File: src/common/i2c_pkg.sv
`default_nettype none

package i2c_pkg;

    // one quarter of an SCL period lasts 2**I2C_CLK_DIV_BITS clk cycles.
    localparam int unsigned I2C_CLK_DIV_BITS = 2;

    // a single addressed write of one register byte and two data bytes.
    typedef struct packed {
        logic [6:0] dev_addr;
        logic [7:0] cmd;
        logic [7:0] data_lo;
        logic [7:0] data_hi;
    } i2c_wr_req_t;

    // the bus level is sda while sda_oe_n is low, pulled up otherwise.
    typedef struct packed {
        logic scl;
        logic sda;
        logic sda_oe_n;
    } i2c_pins_t;

    typedef enum logic [2:0] {
        IDLE,
        START,
        BIT,
        ACK,
        STOP
    } i2c_state_e;

endpackage

`default_nettype wire

File: src/common/ioexp_pkg.sv
`default_nettype none

package ioexp_pkg;

    // ****************************************
    // PCAL6416A devices and commands
    // ****************************************

    localparam logic [6:0] EXP0_ADDR = 7'h20;
    localparam logic [6:0] EXP1_ADDR = 7'h21;

    localparam logic [7:0] CMD_OUTPUT = 8'h02;
    localparam logic [7:0] CMD_CONFIG = 8'h06;

    // ****************************************
    // APB register map
    // ****************************************

    localparam logic [3:0] REG_OUT0   = 4'h0;
    localparam logic [3:0] REG_OUT1   = 4'h4;
    localparam logic [3:0] REG_STATUS = 4'h8;

    typedef struct packed {
        logic [3:0]  paddr;
        logic        psel;
        logic        penable;
        logic        pwrite;
        logic [31:0] pwdata;
    } apb_req_t;

    typedef struct packed {
        logic [31:0] prdata;
        logic        pready;
        logic        pslverr;
    } apb_rsp_t;

    typedef struct packed {
        logic [15:0] out0;
        logic [15:0] out1;
    } ioexp_out_t;

    typedef enum logic [2:0] {
        CFG0,
        CFG0_WAIT,
        CFG1,
        CFG1_WAIT,
        IDLE,
        SEND,
        SEND_WAIT
    } ioexp_state_e;

endpackage

`default_nettype wire

File: src/hw/ioexp_apb_regs.sv
`default_nettype none

module ioexp_apb_regs (
    input  wire                    clk,
    input  wire                    reset,
    input  wire ioexp_pkg::apb_req_t apb_req,
    output ioexp_pkg::apb_rsp_t    apb_rsp,
    input  wire                    busy,
    output ioexp_pkg::ioexp_out_t  outputs
);

    logic access;
    logic wr_en;
    logic addr_err;

    // zero wait states, so every access phase completes on its first cycle.
    assign access = apb_req.psel && apb_req.penable;
    assign wr_en  = access && apb_req.pwrite;

    always_ff @(posedge clk) begin
        if (reset) begin
            outputs <= '0;
        end else if (wr_en) begin
            case (apb_req.paddr)
                ioexp_pkg::REG_OUT0: outputs.out0 <= apb_req.pwdata[15:0];
                ioexp_pkg::REG_OUT1: outputs.out1 <= apb_req.pwdata[15:0];
                default: ;
            endcase
        end
    end

    always_comb begin
        apb_rsp.prdata = '0;
        addr_err       = 1'b0;
        case (apb_req.paddr)
            ioexp_pkg::REG_OUT0: begin
                apb_rsp.prdata = {16'h0000, outputs.out0};
            end
            ioexp_pkg::REG_OUT1: begin
                apb_rsp.prdata = {16'h0000, outputs.out1};
            end
            ioexp_pkg::REG_STATUS: begin
                // status is read only.
                apb_rsp.prdata = {31'h0, busy};
                addr_err       = apb_req.pwrite;
            end
            default: begin
                addr_err = 1'b1;
            end
        endcase
        apb_rsp.pready  = 1'b1;
        apb_rsp.pslverr = access && addr_err;
    end

    // ****************************************
    // protocol checks
    // ****************************************

    a_penable_needs_psel: assert property (
        @(posedge clk) disable iff (reset)
        apb_req.penable |-> apb_req.psel
    );

endmodule

`default_nettype wire

File: src/i2c_ioexp/i2c_master_wr.sv
`default_nettype none

module i2c_master_wr (
    input  wire                      clk,
    input  wire                      reset,
    input  wire i2c_pkg::i2c_wr_req_t req,
    input  wire                      start,
    output logic                     done,
    output i2c_pkg::i2c_pins_t       pins
);

    i2c_pkg::i2c_state_e state;

    // top two bits select the quarter, the rest divide clk.
    logic [i2c_pkg::I2C_CLK_DIV_BITS+1:0] cnt;
    logic [1:0]  quarter;
    logic        slot_end;

    logic [2:0]  bit_cnt;
    logic [1:0]  byte_cnt;
    logic [31:0] sreg;

    i2c_pkg::i2c_pins_t pins_d;

    assign quarter  = cnt[i2c_pkg::I2C_CLK_DIV_BITS+1 -: 2];
    assign slot_end = &cnt;

    // ****************************************
    // pin levels per state and quarter
    // ****************************************

    always_comb begin
        pins_d.scl      = 1'b1;
        pins_d.sda      = 1'b1;
        pins_d.sda_oe_n = 1'b0;
        case (state)
            i2c_pkg::START: begin
                pins_d.sda = (quarter < 2'd2);
                pins_d.scl = (quarter != 2'd3);
            end
            i2c_pkg::BIT: begin
                pins_d.sda = sreg[31];
                pins_d.scl = quarter[0] ^ quarter[1];
            end
            i2c_pkg::ACK: begin
                // release sda so the device can drive its acknowledge.
                pins_d.sda_oe_n = 1'b1;
                pins_d.scl      = quarter[0] ^ quarter[1];
            end
            i2c_pkg::STOP: begin
                pins_d.sda = (quarter >= 2'd2);
                pins_d.scl = (quarter != 2'd0);
            end
            default: ;
        endcase
    end

    // ****************************************
    // frame sequencing
    // ****************************************

    always_ff @(posedge clk) begin
        if (reset) begin
            state    <= i2c_pkg::IDLE;
            cnt      <= '0;
            bit_cnt  <= '0;
            byte_cnt <= '0;
            done     <= 1'b0;
            pins     <= '{scl: 1'b1, sda: 1'b1, sda_oe_n: 1'b0};
        end else begin
            done <= 1'b0;
            pins <= pins_d;
            if (state != i2c_pkg::IDLE) begin
                cnt <= cnt + 1'b1;
            end
            case (state)
                i2c_pkg::IDLE: begin
                    if (start) begin
                        cnt      <= '0;
                        bit_cnt  <= '0;
                        byte_cnt <= '0;
                        state    <= i2c_pkg::START;
                    end
                end
                i2c_pkg::START: begin
                    if (slot_end) state <= i2c_pkg::BIT;
                end
                i2c_pkg::BIT: begin
                    if (slot_end) begin
                        bit_cnt <= bit_cnt + 1'b1;
                        if (bit_cnt == 3'd7) begin
                            state <= i2c_pkg::ACK;
                        end
                    end
                end
                i2c_pkg::ACK: begin
                    if (slot_end) begin
                        byte_cnt <= byte_cnt + 1'b1;
                        state    <= (byte_cnt == 2'd3) ? i2c_pkg::STOP : i2c_pkg::BIT;
                    end
                end
                i2c_pkg::STOP: begin
                    if (slot_end) begin
                        done  <= 1'b1;
                        state <= i2c_pkg::IDLE;
                    end
                end
                default: state <= i2c_pkg::IDLE;
            endcase
        end
    end

    // address with R/W low, then the three bytes, msb first.
    always_ff @(posedge clk) begin
        if (state == i2c_pkg::IDLE && start) begin
            sreg <= {req.dev_addr, 1'b0, req.cmd, req.data_lo, req.data_hi};
        end else if (state == i2c_pkg::BIT && slot_end) begin
            sreg <= {sreg[30:0], 1'b0};
        end
    end

    // pins lag state by one cycle, hence the past state in the exception.
    a_sda_stable_scl_high: assert property (
        @(posedge clk) disable iff (reset)
        $changed(pins.sda) |->
            (!pins.scl && !$past(pins.scl)) ||
            ($past(state) inside {i2c_pkg::START, i2c_pkg::STOP})
    );

endmodule

`default_nettype wire

File: src/i2c_ioexp/i2c_ioexp.sv
`default_nettype none

module i2c_ioexp (
    input  wire                       clk,
    input  wire                       reset,
    input  wire ioexp_pkg::ioexp_out_t outputs,
    output logic                      busy,
    output i2c_pkg::i2c_wr_req_t      req,
    output logic                      start,
    input  wire                       done
);

    ioexp_pkg::ioexp_state_e state;

    // values last sent to each expander.
    logic [15:0] last0;
    logic [15:0] last1;

    assign busy = (state != ioexp_pkg::IDLE);

    always_ff @(posedge clk) begin
        if (reset) begin
            state <= ioexp_pkg::CFG0;
            start <= 1'b0;
            // inverse of the register reset value, so zeros go out after config.
            last0 <= '1;
            last1 <= '1;
        end else begin
            case (state)
                // a zero config byte makes the pin an output.
                ioexp_pkg::CFG0: begin
                    req.dev_addr <= ioexp_pkg::EXP0_ADDR;
                    req.cmd      <= ioexp_pkg::CMD_CONFIG;
                    req.data_lo  <= 8'h00;
                    req.data_hi  <= 8'h00;
                    start        <= 1'b1;
                    state        <= ioexp_pkg::CFG0_WAIT;
                end
                ioexp_pkg::CFG0_WAIT: begin
                    start <= 1'b0;
                    if (done) begin
                        state <= ioexp_pkg::CFG1;
                    end
                end
                ioexp_pkg::CFG1: begin
                    req.dev_addr <= ioexp_pkg::EXP1_ADDR;
                    req.cmd      <= ioexp_pkg::CMD_CONFIG;
                    req.data_lo  <= 8'h00;
                    req.data_hi  <= 8'h00;
                    start        <= 1'b1;
                    state        <= ioexp_pkg::CFG1_WAIT;
                end
                ioexp_pkg::CFG1_WAIT: begin
                    start <= 1'b0;
                    if (done) begin
                        state <= ioexp_pkg::IDLE;
                    end
                end
                // expander 0 is checked first and so wins a tie.
                ioexp_pkg::IDLE: begin
                    if (outputs.out0 != last0) begin
                        last0        <= outputs.out0;
                        req.dev_addr <= ioexp_pkg::EXP0_ADDR;
                        req.cmd      <= ioexp_pkg::CMD_OUTPUT;
                        req.data_lo  <= outputs.out0[7:0];
                        req.data_hi  <= outputs.out0[15:8];
                        state        <= ioexp_pkg::SEND;
                    end else if (outputs.out1 != last1) begin
                        last1        <= outputs.out1;
                        req.dev_addr <= ioexp_pkg::EXP1_ADDR;
                        req.cmd      <= ioexp_pkg::CMD_OUTPUT;
                        req.data_lo  <= outputs.out1[7:0];
                        req.data_hi  <= outputs.out1[15:8];
                        state        <= ioexp_pkg::SEND;
                    end
                end
                ioexp_pkg::SEND: begin
                    start <= 1'b1;
                    state <= ioexp_pkg::SEND_WAIT;
                end
                ioexp_pkg::SEND_WAIT: begin
                    start <= 1'b0;
                    if (done) begin
                        state <= ioexp_pkg::IDLE;
                    end
                end
                default: begin
                    start <= 1'b0;
                    state <= ioexp_pkg::IDLE;
                end
            endcase
        end
    end

    a_start_pulse: assert property (
        @(posedge clk) disable iff (reset)
        start |-> (state != ioexp_pkg::IDLE) ##1 !start
    );

endmodule

`default_nettype wire

File: src/hw/ioexp_subsys_top.sv
`default_nettype none

module ioexp_subsys_top (
    input  wire                      clk,
    input  wire                      reset,
    input  wire ioexp_pkg::apb_req_t apb_req,
    output ioexp_pkg::apb_rsp_t      apb_rsp,
    output i2c_pkg::i2c_pins_t       pins
);

    ioexp_pkg::ioexp_out_t outputs;
    i2c_pkg::i2c_wr_req_t  req;
    logic                  busy;
    logic                  start;
    logic                  done;

    ioexp_apb_regs u_regs (
        .clk     (clk),
        .reset   (reset),
        .apb_req (apb_req),
        .apb_rsp (apb_rsp),
        .busy    (busy),
        .outputs (outputs)
    );

    i2c_ioexp u_seq (
        .clk     (clk),
        .reset   (reset),
        .outputs (outputs),
        .busy    (busy),
        .req     (req),
        .start   (start),
        .done    (done)
    );

    i2c_master_wr u_master (
        .clk   (clk),
        .reset (reset),
        .req   (req),
        .start (start),
        .done  (done),
        .pins  (pins)
    );

endmodule

`default_nettype wire

File: config.mk
export PLATFORM = sky130hd
export DESIGN_NAME = ioexp_subsys_top
export DESIGN_NICKNAME = d
export VERILOG_FILES = /design/src/common/i2c_pkg.sv /design/src/common/ioexp_pkg.sv /design/src/hw/ioexp_apb_regs.sv /design/src/i2c_ioexp/i2c_master_wr.sv /design/src/i2c_ioexp/i2c_ioexp.sv /design/src/hw/ioexp_subsys_top.sv
export SDC_FILE = /design/constraint.sdc
export NUM_CORES = 1
export LEC_CHECK = 0
export BUFFER_PORTS_ARGS = -buffer_cell sky130_fd_sc_hd__buf_2
export CAP_MARGIN = 20
export CORE_MARGIN = 3
export CORE_UTILIZATION = 60
export CTS_CLUSTER_DIAMETER = 150
export CTS_CLUSTER_SIZE = 40
export DETAILED_ROUTE_END_ITERATION = 10
export HOLD_SLACK_MARGIN = 0.02
export PLACE_DENSITY = 0.86
export SKIP_CTS_REPAIR_TIMING = 1
export SLEW_MARGIN = 40
export SYNTH_ARGS = -nofsm -noshare
export SYNTH_HDL_FRONTEND = slang
export SYNTH_SLANG_ARGS = --single-unit
File: constraint.sdc
create_clock -name clk -period 5.99 [get_ports clk]
set_clock_uncertainty 0.2 [all_clocks]
set_input_delay 0.2995 -clock clk [delete_from_list [all_inputs] [get_ports clk]]
set_output_delay 0.2995 -clock clk [all_outputs]
set_load 0.01 [all_outputs]
==> impl_metrics.json <==
{
  "hold_violations": 0,
  "diodes": 0,
  "vias": 4773,
  "synth.avg_cell_area_sq_um": 10.1,
  "synth_area_sq_mm": 0.00616,
  "drv_cap": 0,
  "route.detailed.drc": 0,
  "worst_slew_pin_slew_ns": 0.817,
  "grt_use_total_pct": 25.1,
  "start_kind": "register",
  "gp_congestion": 0.796,
  "ys.flop_type": "dfxtp_1",
  "register_area_sq_mm": 0.00317,
  "synth.largest_area_cell": "dfxtp_1",
  "p_sw_uw": 445,
  "p_comb_share_pct": 3.9,
  "wirelength_mm": 14.4,
  "yosysWarnings": 0,
  "netlist_instances": 609,
  "ys_ff_latch": 134,
  "die_y_um": 107,
  "arrival_ns": 2.93,
  "maxSlewViolCount": 0,
  "status": "complete, no violations",
  "max-vdd-ir-drop_v": 0.000222,
  "cp.required_ns": 5.93,
  "grt_max_degree": 86,
  "p_leak_uw": 0.00285,
  "drt-pass1-iter-count": 6,
  "hold_slack_ns": 0.158,
  "ys_seq_area_share_pct": 51.5,
  "power_density_mw_per_mm2": 289,
  "max_clock_freq_mhz": 335,
  "start_util_pct": 62.5,
  "seqPwrFrac_pct": 47.3,
  "core_sq_mm": 0.00986,
  "intPower_uw": 1600,
  "synth_edf_count": 49,
  "die_w_um": 107,
  "grt-ovfl-total": 0,
  "critPathSlowestCell": "and2_1",
  "period_share_pct": 49.9,
  "hpwl_mm": 8.60,
  "critPathMaxStageDelay_ns": 0.70,
  "fillers": 656,
  "clk_pin_slew_ns": 0.06,
  "power_frac_clock_pct": 48.9,
  "final_core_util_pct": 71.8,
  "worst_setup_path_end_kind": "register",
  "syn2layout_area_growth_pct": 15.0,
  "antenna_found_initial": 0,
  "io_pins": 78,
  "rsz0062_at_grt": "false",
  "criticalPathCategory": "register to register",
  "grt_pass1_vias": 4552,
  "cts_sinks": 134,
  "via_per_inst": 6.00,
  "swShare_pct": 21.8,
  "yosysTopAreaCellShare_pct": 27.6,
  "critPathMaxFanout": 31,
  "fin_setup_tns_ns": 0,
  "ant_nets": 0,
  "wire_per_inst_um": 18.1,
  "rows": 36,
  "nNetsFinal": 698,
  "grt_first_pass_wirelength_mm": 22.7,
  "cts_tree": "built",
  "slew_headroom_pct": 45.6,
  "synthTopCellsByCount": "dfxtp_1 (85), nor2_1 (75), edfxtp_1 (49), mux2i_1 (49), nand2_1 (42)",
  "final.min_clock_period_ns": 2.99,
  "async_flop_share_pct": 0,
  "crit_chain": "nor3_1 -> and2_1 -> nor2_1 -> inv_2",
  "setup_viol": 0,
  "hold_path.class": "input port to register",
  "dieArea_sq_mm": 0.0115,
  "cts_buffer_depth": 2,
  "cts_root_buf": "clkbuf_8",
  "multi_input_area_sq_mm": 0.00271,
  "ys_types": 44,
  "worstSkewPairLatency_ns": 0.52,
  "port_buffers": 44,
  "htree_levels": 4,
  "yosysMostFrequentCell": "dfxtp_1",
  "drt_iter0_drc": 385,
  "drive_gt1_share_pct": 13.9,
  "cts_buffers": 17,
  "synthTopCellsByArea": "dfxtp_1 (28%), edfxtp_1 (24%), mux2i_1 (8.0%), xor2_1 (4.7%), nor2_1 (4.6%)"
}
[metrics by stage]
stage          cell area (sq um)  setup slack [ns]  power, uW  instances
2_1_floorplan               6220              2.82       1040        624
3_3_place_gp                6330              2.77       1050        746
3_5_place_dp                6340              2.71       1050        747
4_1_cts                     6910              2.66       2040        779
5_1_grt                     7090              2.77       2100        796
6_report                    7090              3.00       2050        796
[final cells by class]
class                      instances  area share [%]
multi-input combinational        423            38.2
sequential                       134            44.8
timing repair buffer              68            6.27
clock inverter                    11            1.29
inverter                           6           0.335
clock buffer                      21            6.81
tap                              133            2.35
[cell usage in the layout, fill, tap and decap left out, drive strengths merged, types with 2 or more instances in the layout]
| master | n |
|---|---|
| a211oi | 2 |
| a21o | 4 |
| a21oi | 11 |
| a22o | 18 |
| a22oi | 4 |
| a2bb2oi | 2 |
| a31oi | 2 |
| a41oi | 16 |
| and2 | 13 |
| and3 | 3 |
| and4 | 2 |
| buf | 52 |
| clkbuf | 21 |
| clkinv | 7 |
| conb | 17 |
| dfxtp | 85 |
| dlygate4sd3 | 16 |
| edfxtp | 49 |
| ha | 7 |
| inv | 9 |
| mux2i | 49 |
| nand2 | 43 |
| nand2b | 3 |
| nand3 | 39 |
| nand3b | 17 |
| nand4 | 2 |
| nor2 | 75 |
| nor3 | 7 |
| nor4 | 10 |
| o21ai | 21 |
| o22ai | 2 |
| o31ai | 16 |
| xor2 | 33 |
[power groups by stage]
stage	Sequential [uW]	Combinational, uW	Clock (uW)
after global routing	968	86.7	1040
final	967	78.9	1000
after floorplan	982	58.3	0
after CTS	967	69.5	1010
after detailed placement	985	68.7	0
after global placement	985	65.8	0
[sequential cells by signal, summed over array words and instances (netlist names)]
signal	cells
u_master.bit_cnt	3
u_master.byte_cnt	2
u_master.cnt	4
u_master.done	1
u_master.pins	3
u_master.sreg	32
u_master.state	3
u_regs.outputs	32
u_seq.last0	16
u_seq.last1	16
u_seq.req	18
u_seq.start	1
u_seq.state	3
[worst max-delay path: cells and delay by family (launching register included)]
family | cells | cell delay (ns)
flops | 1 | 0.42
simple gates | 3 | 1.45
buf+inv | 1 | 0.53
[worst paths after layout]
kind / from / end / slack [ns] / cells past startpoint
worst max register to register: u_master.state[0] / u_master.sreg[14] / 3.00 / 4
worst min register to register: u_seq.last1[0] / u_seq.last1[0] / 0.27 / 2
worst max-delay path: u_master.state[0] / u_master.sreg[14] / 3.00 / 4
worst min-delay path: apb_req[33] / u_regs.outputs[17] / 0.16 / 5
[layer usage]
layer  global-route usage, %  vias up  share of wire [%]
met5                       0        -                  0
met3                    4.74       23                5.6
met1                    30.9     2326                 39
li1                        -     2238                  -
met2                    44.0      186                 53
met4                    8.84        0                1.5
[cells by family after synthesis]
group                      share of synthesized area, %
AOI/OAI and AO/OA                                  11.6
muxes                                              7.96
buffers and inverters                              5.74
DFF                                                51.5
other                                             0.122
and+or+nand+nor                                    17.0
adders and majority gates                          1.42
xor gates and xnor gates                           4.69
No activity file was read; power rests on OpenSTA's default activity.
